[config.mk]
export PLATFORM = sky130hd
export DESIGN_NAME = trig_process_top
export DESIGN_NICKNAME = d
export VERILOG_FILES = /design/src/verilog/trig_proc_pkg.sv /design/src/verilog/trig_decode.sv /design/src/verilog/trig_execute.sv /design/src/verilog/trig_result.sv /design/src/verilog/trig_process_top.sv
export SDC_FILE = /design/constraint.sdc
export NUM_CORES = 1
export LEC_CHECK = 0
export BUFFER_PORTS_ARGS = -buffer_cell sky130_fd_sc_hd__buf_2
export CAP_MARGIN = 20
export CELL_PAD_IN_SITES_DETAIL_PLACEMENT = 1
export CELL_PAD_IN_SITES_GLOBAL_PLACEMENT = 2
export CORE_AREA = 2 2 283 285
export CTS_CLUSTER_SIZE = 40
export DETAILED_ROUTE_END_ITERATION = 8
export DIE_AREA = 0 0 285 287
export GPL_ROUTABILITY_DRIVEN = 1
export HOLD_SLACK_MARGIN = 0.03
export PLACE_DENSITY = 0.9
export SLEW_MARGIN = 25
export SYNTH_ARGS = -nofsm -noshare
export SYNTH_HDL_FRONTEND = slang
export SYNTH_HIERARCHICAL = 1
export SYNTH_SLANG_ARGS = --single-unit
[constraint.sdc]
create_clock -name sys_clk -period 12.6 [get_ports sys_clk]
set_clock_uncertainty 0.15 [all_clocks]
set_input_delay 1.26 -clock sys_clk [delete_from_list [all_inputs] [get_ports sys_clk]]
set_output_delay 1.26 -clock sys_clk [all_outputs]
set_load 0.05 [all_outputs]
[src/verilog/trig_proc_pkg.sv]
`default_nettype none

package trig_proc_pkg;

    // system sizes
    localparam int NSURF   = 4;
    localparam int NBIT    = 16;
    localparam int ADDR_W  = 12;
    localparam int TIME_W  = 32;
    localparam int EVNUM_W = 12;
    localparam int QDEPTH  = 8;
    localparam int QPTR_W  = $clog2(QDEPTH);
    localparam int LAT_W   = 16;

    // trigger type, bits 15:14 of a surface word
    typedef enum logic [1:0] {
        OP_IDLE = 2'd0,
        OP_RF   = 2'd1,
        OP_SOFT = 2'd2,
        OP_CAL  = 2'd3
    } trig_op_e;

    // one surface word as it arrives on the link
    typedef struct packed {
        trig_op_e          op;
        logic [1:0]        rsvd;
        logic [ADDR_W-1:0] addr;
    } trig_word_t;

    // decoded candidate out of the decode stage
    typedef struct packed {
        logic              valid;
        trig_op_e          op;
        logic [NSURF-1:0]  surf_hits;
        logic [ADDR_W-1:0] addr;
        logic              ext;
    } trig_cand_t;

    // accepted event, stamped and numbered
    typedef struct packed {
        trig_op_e           op;
        logic [NSURF-1:0]   surf_hits;
        logic [ADDR_W-1:0]  addr;
        logic               ext;
        logic [EVNUM_W-1:0] evnum;
        logic [TIME_W-1:0]  stamp;
    } trig_event_t;

    // 64-bit event header, msb first
    typedef struct packed {
        logic [TIME_W-1:0]  stamp;
        logic [EVNUM_W-1:0] evnum;
        trig_op_e           op;
        logic               ext;
        logic               spare;
        logic [NSURF-1:0]   surf_hits;
        logic [ADDR_W-1:0]  addr;
    } trig_hdr_t;

endpackage

`default_nettype wire

[src/verilog/trig_decode.sv]
`timescale 1ns/1ps
`default_nettype none

module trig_decode (
    input  wire                                                     sys_clk,
    input  wire                                                     runrst,
    input  wire [trig_proc_pkg::NSURF*trig_proc_pkg::NBIT-1:0]      trigin_dat_i,
    input  wire                                                     trigin_valid_i,
    input  wire [trig_proc_pkg::NSURF-1:0]                          trigmask_i,
    input  wire                                                     trigmask_update_i,
    input  wire [trig_proc_pkg::ADDR_W-1:0]                         ext_trig_i,
    input  wire                                                     ext_valid_i,
    input  wire                                                     runstop_i,
    output trig_proc_pkg::trig_cand_t                               cand_o
);

    logic [trig_proc_pkg::NSURF-1:0]  mask_q;
    trig_proc_pkg::trig_word_t        words [trig_proc_pkg::NSURF];
    logic [trig_proc_pkg::NSURF-1:0]  hits;
    trig_proc_pkg::trig_op_e          pick_op;
    logic [trig_proc_pkg::ADDR_W-1:0] pick_addr;
    trig_proc_pkg::trig_cand_t        cand_d;

    // run-time surface mask, all surfaces enabled out of reset
    always_ff @(posedge sys_clk) begin
        if (runrst) begin
            mask_q <= '1;
        end else if (trigmask_update_i) begin
            mask_q <= trigmask_i;
        end
    end

    // split words and score hits, only while the strobe is up
    always_comb begin
        for (int s = 0; s < trig_proc_pkg::NSURF; s++) begin
            words[s] = trigin_dat_i[s*trig_proc_pkg::NBIT +: trig_proc_pkg::NBIT];
            hits[s]  = trigin_valid_i && mask_q[s] &&
                       (words[s].op != trig_proc_pkg::OP_IDLE);
        end
    end

    // priority scan, walking down so the lowest hit surface wins
    always_comb begin
        pick_op   = trig_proc_pkg::OP_IDLE;
        pick_addr = '0;
        for (int s = trig_proc_pkg::NSURF - 1; s >= 0; s--) begin
            if (hits[s]) begin
                pick_op   = words[s].op;
                pick_addr = words[s].addr;
            end
        end
    end

    // external trigger overrides type and address
    always_comb begin
        cand_d.surf_hits = hits;
        cand_d.ext       = ext_valid_i;
        cand_d.op        = ext_valid_i ? trig_proc_pkg::OP_CAL : pick_op;
        cand_d.addr      = ext_valid_i ? ext_trig_i : pick_addr;
        cand_d.valid     = ((|hits) || ext_valid_i) && !runstop_i;
    end

    always_ff @(posedge sys_clk) begin
        if (runrst) begin
            cand_o <= '0;
        end else begin
            cand_o <= cand_d;
        end
    end

endmodule

`default_nettype wire

[src/verilog/trig_execute.sv]
`timescale 1ns/1ps
`default_nettype none

module trig_execute (
    input  wire                                 sys_clk,
    input  wire                                 runrst,
    input  wire trig_proc_pkg::trig_cand_t      cand_i,
    input  wire [trig_proc_pkg::LAT_W-1:0]      trig_latency_i,
    output trig_proc_pkg::trig_event_t          event_o,
    output logic                                release_o,
    output logic                                overflow_o
);

    logic [trig_proc_pkg::TIME_W-1:0]  run_timer;
    logic [trig_proc_pkg::EVNUM_W-1:0] evnum_q;

    // hold queue storage, event payload plus its release time
    trig_proc_pkg::trig_event_t        q_evt [trig_proc_pkg::QDEPTH];
    logic [trig_proc_pkg::TIME_W-1:0]  q_rel [trig_proc_pkg::QDEPTH];
    logic [trig_proc_pkg::QPTR_W-1:0]  wr_ptr;
    logic [trig_proc_pkg::QPTR_W-1:0]  rd_ptr;
    logic [trig_proc_pkg::QPTR_W:0]    q_count;

    logic                              q_full;
    logic                              accept;
    logic                              pop;
    logic [trig_proc_pkg::TIME_W-1:0]  head_diff;
    trig_proc_pkg::trig_event_t        new_evt;
    logic [trig_proc_pkg::TIME_W-1:0]  new_rel;

    // free-running run clock, only runrst brings it back to zero
    always_ff @(posedge sys_clk) begin
        if (runrst) begin
            run_timer <= '0;
        end else begin
            run_timer <= run_timer + 1'b1;
        end
    end

    assign q_full = (q_count == (trig_proc_pkg::QPTR_W + 1)'(trig_proc_pkg::QDEPTH));
    assign accept = cand_i.valid && !q_full;

    // head is due once the timer reaches its release time
    // difference test keeps this correct across timer wrap
    assign head_diff = run_timer - q_rel[rd_ptr];
    assign pop       = (q_count != '0) && !head_diff[trig_proc_pkg::TIME_W-1];

    always_comb begin
        new_evt.op        = cand_i.op;
        new_evt.surf_hits = cand_i.surf_hits;
        new_evt.addr      = cand_i.addr;
        new_evt.ext       = cand_i.ext;
        new_evt.evnum     = evnum_q;
        new_evt.stamp     = run_timer;
        new_rel           = run_timer + trig_proc_pkg::TIME_W'(trig_latency_i);
    end

    // queue write side, latency is frozen into the entry here
    always_ff @(posedge sys_clk) begin
        if (accept) begin
            q_evt[wr_ptr] <= new_evt;
            q_rel[wr_ptr] <= new_rel;
        end
    end

    // pointers wrap on their own since QDEPTH is a power of two
    always_ff @(posedge sys_clk) begin
        if (runrst) begin
            wr_ptr  <= '0;
            rd_ptr  <= '0;
            q_count <= '0;
        end else begin
            if (accept) begin
                wr_ptr <= wr_ptr + 1'b1;
            end
            if (pop) begin
                rd_ptr <= rd_ptr + 1'b1;
            end
            case ({accept, pop})
                2'b10:   q_count <= q_count + 1'b1;
                2'b01:   q_count <= q_count - 1'b1;
                default: q_count <= q_count;
            endcase
        end
    end

    // event numbers are only spent on accepted events
    always_ff @(posedge sys_clk) begin
        if (runrst) begin
            evnum_q <= '0;
        end else if (accept) begin
            evnum_q <= evnum_q + 1'b1;
        end
    end

    // sticky drop flag
    always_ff @(posedge sys_clk) begin
        if (runrst) begin
            overflow_o <= 1'b0;
        end else if (cand_i.valid && q_full) begin
            overflow_o <= 1'b1;
        end
    end

    // registered release, one event per cycle at most
    always_ff @(posedge sys_clk) begin
        if (runrst) begin
            release_o <= 1'b0;
        end else begin
            release_o <= pop;
        end
    end

    always_ff @(posedge sys_clk) begin
        if (pop) begin
            event_o <= q_evt[rd_ptr];
        end
    end

endmodule

`default_nettype wire

[src/verilog/trig_result.sv]
`timescale 1ns/1ps
`default_nettype none

module trig_result (
    input  wire                                 sys_clk,
    input  wire                                 runrst,
    input  wire trig_proc_pkg::trig_event_t     event_i,
    input  wire                                 release_i,
    output trig_proc_pkg::trig_hdr_t            hdr_o,
    output logic                                hdr_valid_o
);

    trig_proc_pkg::trig_hdr_t hdr_d;

    // map event fields onto the header layout
    always_comb begin
        hdr_d.stamp     = event_i.stamp;
        hdr_d.evnum     = event_i.evnum;
        hdr_d.op        = event_i.op;
        hdr_d.ext       = event_i.ext;
        hdr_d.spare     = 1'b0;
        hdr_d.surf_hits = event_i.surf_hits;
        hdr_d.addr      = event_i.addr;
    end

    // header holds its last value between pulses
    always_ff @(posedge sys_clk) begin
        if (release_i) begin
            hdr_o <= hdr_d;
        end
    end

    always_ff @(posedge sys_clk) begin
        if (runrst) begin
            hdr_valid_o <= 1'b0;
        end else begin
            hdr_valid_o <= release_i;
        end
    end

endmodule

`default_nettype wire

[src/verilog/trig_process_top.sv]
`timescale 1ns/1ps
`default_nettype none

module trig_process_top (
    input  wire                                                     sys_clk,
    input  wire                                                     runrst,
    input  wire [trig_proc_pkg::NSURF*trig_proc_pkg::NBIT-1:0]      trigin_dat_i,
    input  wire                                                     trigin_valid_i,
    input  wire [trig_proc_pkg::NSURF-1:0]                          trigmask_i,
    input  wire                                                     trigmask_update_i,
    input  wire [trig_proc_pkg::LAT_W-1:0]                          trig_latency_i,
    input  wire [trig_proc_pkg::ADDR_W-1:0]                         ext_trig_i,
    input  wire                                                     ext_valid_i,
    input  wire                                                     runstop_i,
    output trig_proc_pkg::trig_hdr_t                                hdr_o,
    output logic                                                    hdr_valid_o,
    output logic                                                    overflow_o
);

    trig_proc_pkg::trig_cand_t  cand;
    trig_proc_pkg::trig_event_t evt;
    logic                       evt_release;

    // surface words and external trigger into one candidate
    trig_decode i_decode (
        .sys_clk           (sys_clk),
        .runrst            (runrst),
        .trigin_dat_i      (trigin_dat_i),
        .trigin_valid_i    (trigin_valid_i),
        .trigmask_i        (trigmask_i),
        .trigmask_update_i (trigmask_update_i),
        .ext_trig_i        (ext_trig_i),
        .ext_valid_i       (ext_valid_i),
        .runstop_i         (runstop_i),
        .cand_o            (cand)
    );

    // stamping, numbering and latency hold
    trig_execute i_execute (
        .sys_clk        (sys_clk),
        .runrst         (runrst),
        .cand_i         (cand),
        .trig_latency_i (trig_latency_i),
        .event_o        (evt),
        .release_o      (evt_release),
        .overflow_o     (overflow_o)
    );

    trig_result i_result (
        .sys_clk     (sys_clk),
        .runrst      (runrst),
        .event_i     (evt),
        .release_i   (evt_release),
        .hdr_o       (hdr_o),
        .hdr_valid_o (hdr_valid_o)
    );

endmodule

`default_nettype wire

# == Yosys cells after proc, flatten, opt, wreduce, memory -nomap -nowiden ==
# Memory sizes are Yosys's and may differ from the RTL's. A register that Yosys moved wholly into a read port is not among the register bits.
# Cells that the tools add are included.
# totals
regBits,144
ram_bits,760
input_bits,102
out_inout_bits,66
n_memories,2
# memory_table
memory,depth,width,rd,rd_clocked_by_memory_dff,write_ports,line,rtl
i_execute.q_evt,8,63,1,1,1,trig_execute.sv:18,trig_proc_pkg::trig_event_t q_evt [trig_proc_pkg::QDEPTH];
i_execute.q_rel,8,32,1,1,1,trig_execute.sv:19,logic [trig_proc_pkg::TIME_W-1:0] q_rel [trig_proc_pkg::QDEPTH];
# op_classes
add_sub_neg,8
n_eq_ne,3
mux,15
n_reduce_logical,23
# ops
op,count
12-bit two-way mux,5
32-bit by 1-bit adder with 32-bit output (second input constant),1
32-bit by 16-bit adder with 32-bit output,1
32-bit subtractor,1
12-bit by 1-bit adder with 12-bit output (second input constant),1
1-bit logical AND,12
2-bit two-way mux,5
2-bit nonzero test,5
4-bit case mux with 2 select lines,1
3-bit by 1-bit adder with 3-bit output (second input constant),2
3-bit two-way mux,2
4-bit by 1-bit adder with 4-bit output (second input constant),1
4-bit equality test (second input constant),1
4-bit nonzero test,1
4-bit OR reduction,1
4-bit by 1-bit subtractor with 4-bit output (second input constant),1
1-bit logical NOT,3
2-bit by 1-bit equality test with 1-bit output (second input constant),1
2-bit equality test (second input constant),1
1-bit two-way mux,2
1-bit logical OR,1

# == Depth between registers and ports, before layout ==
# depth
word_depth,7
mapped_depth,18
depth_no_buf,16

# == By module ==
# The synthesis kept the hierarchy.
# modules_own_cells
mod,n_inst,cells_per_inst,area_each_um2
trig_execute,1,1662,34386.7
trig_result,1,67,1936.9
trig_decode,1,121,1228.7

# == Worst setup path after synthesis ==
# OpenSTA, ideal clock, no wires.
# synth_timing
path_type,register -> register
from,register i_execute/q_count[1] (netlist name)
to,"memory i_execute/q_evt[0][0] (netlist name), enable pin"
setup_time_ps,782
arrival_ps,10180
t_required_ps,11668
slack_ps,1489
path_stages_with_launch,7
path_buffers,1
period_less_slack_ps,11111
cell_sequence,dfxtp_1 > nor3_1 > nand2_1 > and2_1 > buf_1 > inv_1 > nor4_1
# synth_via
elab_chain_cells,5
# synth_lines
item,line,rtl
"start, declared",trig_execute.sv:22,logic [trig_proc_pkg::QPTR_W:0] q_count;
"start signal, assigned",trig_execute.sv:80,2'b10: q_count <= q_count + 1'b1;
"start signal, assigned",trig_execute.sv:81,2'b01: q_count <= q_count - 1'b1;
"start signal, assigned",trig_execute.sv:82,default: q_count <= q_count;
4-bit equality test,trig_execute.sv:40,assign q_full = (q_count == (trig_proc_pkg::QPTR_W + 1)'(trig_proc_pkg::QDEPTH));
1-bit logical NOT,trig_execute.sv:41,assign accept = cand_i.valid && !q_full;
1-bit logical AND,trig_execute.sv:41,
1-bit two-way mux,trig_execute.sv:60,if (accept) begin
1-bit two-way mux (not written as such),trig_execute.sv:61,q_evt[wr_ptr] <= new_evt;
"end, declared",trig_execute.sv:18,
# No other way between the ends.

==> flow_summary.ini <==
[yosys]
ys.flop_type = sky130_fd_sc_hd__edfxtp_1
yosysUniqueCellTypes = 68
yosys-top-cells-area = sky130_fd_sc_hd__edfxtp_1, sky130_fd_sc_hd__mux4_2, sky130_fd_sc_hd__dfxtp_1, sky130_fd_sc_hd__mux2_2, sky130_fd_sc_hd__ha_1
ys_async_sr_fraction = 0
synth_enable_flop_cells = 886
yosysMostFrequentCell = sky130_fd_sc_hd__edfxtp_1
synthesis.instances = 1850
synth.net_count = 2006
synth-seq-area-share = 0.753
post_synth_instance_area_sq_um = 37600
synth_top_cells_by_count = sky130_fd_sc_hd__edfxtp_1, sky130_fd_sc_hd__mux4_2, sky130_fd_sc_hd__dfxtp_1
yosysWarnings = 6
flip_flop_and_latch_count_after_synthesis = 970
post-synth-top-area-cell = sky130_fd_sc_hd__edfxtp_1
synthesis.area_per_instance_sq_um = 20.3
post-synth-top-area-fraction = 0.708

[detailed_routing]
dr_wl_met2_microns = 44500
ant_nets_after_route = 0
detail_route.wl_per_cell_microns = 26.7
drc = 0
route.vias.total = 18600
drtPass1Iterations = 5
route.top_layer_used = met4
detailedRoute.firstIterationViolations = 1638
drt_wl_total_microns = 85300
avgViaCountPerCell = 5.81
routedLengthMet1_microns = 34100
detailroute.wirelength.met3_microns = 4140

[cts]
root_buffer = sky130_fd_sc_hd__clkbuf_16
ctsResizeCount = 0
cts.sink_count = 970
cts_inserted_buffers = 97
cts_max_level = 3
cts_hold_buffers = 0
cts.clk_slew.worst_paths_ns = 0.06
ctsLongestPathBuffers = 3
cts_tree = yes
worstSkewPairLatency_ns = 0.65
cts_setup_buffers = 0

[placement]
pre_cts_ws_ns = 5.99
placed_cell_area_sq_um = 39700
place.gp.congestion = 0.776
dp.final_hpwl_microns = 49200
placement.io_buffers = 158

[floorplanning]
placement_rows = 103
design.portCount = 168
initial_core_util = 0.478
die-area_sq_um = 81800
core_area_sq_um = 78600
die_height_microns = 287
die_x_microns = 285

[hold_path]
worst_min_delay_path_startpoint = i_execute/event_o[51]$_DFFE_PP_
hold_class = flip-flop to flip-flop

[timing]
fin_setup_tns_ns = 0
fmax_mhz = 154
final.hold.worst_slack_ns = 0.269
slew_viol_final = 0
hold_viol = 0
worst-slew-pin-transition_ns = 1.03
rsz0062_at_grt = no
slew-limit-headroom = 0.310
finalCritPeriodShare = 0.515
finalSetupViolCount = 0
timing.final.crit_period_ns = 6.49
setup_ws_ns = 6.11

[setup_path]
endpoint_kind = flip-flop
worstPathMaxFanout = 42
critical_path.startpoint_type = flip-flop
worstPathArrival_ns = 6.90
max_stage_delay_ns = 0.76
worst-setup-path-type = flip-flop to flip-flop
worst_ep_required_time_ns = 13.01
r2r_slack_ns = 6.11
path_cells = buf_4, mux4_2, mux2i_1, ha_1, a21oi_1, o21ai_0, a221oi_1, nor2_1, nor3_2, mux2i_4, buf_4, ha_1, xor2_1, ha_1, a21oi_1, xor2_1, or3_1, a21oi_1
slowest_stage = sky130_fd_sc_hd__buf_4

[global_route]
first_global_vias = 20500
grt_overflow_total = 0
globalRouteTotalUtil = 0.211
grt_antenna_before_repair = 0
grt_first_pass_wirelength_microns = 129000
grt_start_max_net_pins = 75

[power_and_ir_drop]
ir_worst_vdd_uv = 129
p_leak_nw = 14.1
total_switching_power_mw = 1.88
cellInternalPower_mw = 5.97
power.switching_fraction = 0.240
comb_power_share = 0.121
share_seq_of_total_power = 0.496
power_density_nw_per_um2 = 182
power_frac_clock = 0.383

[status]
run_status = finished clean

[cells_and_area]
layout_utilization = 0.548
syn2layout_area_growth_pct = 14.8
stdcell_area_sq_um = 43100
finalNetCount = 2226
antenna_cells = 0
fraction_of_final_layout_cells_sized_beyond_drive_strength_1 = 0.294

[run]
maxCapViolCount = 0
-- cell type report --
cell class,count,area (sq um)
clock buffers,127,2680
clock inverters,52,676
fillers,6928,35500
inverters,12,45.0
multi-input cells,796,8960
flip-flops and latches,970,28300
well taps,1050,1310
repair buffers,193,1110
-- path summary, 6_finish.rpt --
| kind | end | cells after the start |
|---|---|---|
| max | i_execute/q_count[2]$_SDFFE_PP0P_ | 18 |
| min | i_result/hdr_o[6]$_DFFE_PP_ | 0 |
| max reg2reg | i_execute/q_count[2]$_SDFFE_PP0P_ | 18 |
| min reg2reg | i_result/hdr_o[6]$_DFFE_PP_ | 0 |
-- flip-flops by register name, summed over array words and instances, names as in the netlist, named ones only --
name                  flops
i_execute/q_evt         504
i_execute/q_rel         256
i_execute/event_o        63
i_result/hdr_o           63
i_execute/run_timer      32
i_decode/cand_o          20
i_execute/evnum_q        12
i_decode/mask_q           4
i_execute/q_count         4
i_execute/rd_ptr          3
i_execute/wr_ptr          3
i_execute/overflow_o      1
i_execute/release_o       1
i_result/hdr_valid_o      1
-- critical path, delay by kind of cell, from the launching register on --
kind | cells | cell delay, ns
compound gates | 5 | 0.97
simple gates | 3 | 0.91
flops | 1 | 0.68
mux | 3 | 1.16
buf+inv | 2 | 1.21
xor+xnor | 2 | 0.39
fa+ha+maj | 3 | 0.84
-- power groups by stage --
| stage | Clock (mW) | Sequential [mW] | Combinational [mW] |
|---|---|---|---|
| 2_1_floorplan | 0 | 4.07 | 0.548 |
| 3_3_place_gp | 0 | 3.96 | 0.898 |
| 3_5_place_dp | 0 | 3.98 | 0.940 |
| 4_1_cts | 3.07 | 3.91 | 0.950 |
| 5_1_grt | 3.18 | 3.92 | 1.02 |
| 6_report | 3.01 | 3.90 | 0.949 |
-- routing by layer --
metal | track usage | vias to the layer above
li1 | - | 7998
met2 | 0.376 | 571
met4 | 0.0720 | 0
met5 | 0 | -
met3 | 0.0291 | 164
met1 | 0.267 | 9867
-- kinds of logic (layout without fill, tap and decap cells) --
logic type               count (synthesis)  after routing  share of synthesized area
XOR/XNOR                                68             68                     0.0159
multiplexers                           292            292                      0.144
other                                    1              1                  0.0000999
AO/OA/AOI/OAI                          140            140                     0.0278
flip-flops                             970            970                      0.753
adder cells (fa/ha/maj)                 54             54                     0.0182
buffers and inverters                   84            384                    0.00940
AND/OR/NAND/NOR                        241            241                     0.0317
-- cell usage in the layout, fill, tap and decap left out, types with 12 or more instances in the layout --
master                      synthesis  routed
sky130_fd_sc_hd__buf_2              6     158
sky130_fd_sc_hd__dfxtp_1           84      77
sky130_fd_sc_hd__clkinv_2           0      17
sky130_fd_sc_hd__o21ai_0           19      19
sky130_fd_sc_hd__xor2_1            35      35
sky130_fd_sc_hd__inv_1             12      12
sky130_fd_sc_hd__a21oi_1           34      34
sky130_fd_sc_hd__clkinv_1           0      12
sky130_fd_sc_hd__bufinv_16          0      16
sky130_fd_sc_hd__nand3_1           35      35
sky130_fd_sc_hd__xnor2_1           33      33
sky130_fd_sc_hd__nor2_1            61      58
sky130_fd_sc_hd__clkbuf_1          40      19
sky130_fd_sc_hd__clkbuf_16          0     100
sky130_fd_sc_hd__buf_4              4      31
sky130_fd_sc_hd__mux2i_1           35      35
sky130_fd_sc_hd__edfxtp_1         886     886
sky130_fd_sc_hd__mux2_2            64      64
sky130_fd_sc_hd__mux4_2           190     190
sky130_fd_sc_hd__nand4_1           14      14
sky130_fd_sc_hd__nand2_1           56      56
sky130_fd_sc_hd__and3_1            12      12
sky130_fd_sc_hd__o221ai_1          14      14
sky130_fd_sc_hd__nor2b_1           15      15
sky130_fd_sc_hd__ha_1              53      53
-- per-stage QoR --
stage | instances | total power [mW]
4_1_cts | 3198 | 7.93
3_5_place_dp | 3019 | 4.92
6_report | 3200 | 7.86
3_3_place_gp | 3018 | 4.86
2_1_floorplan | 1850 | 4.62
5_1_grt | 3200 | 8.11
Power figures use the tool's default switching activity.
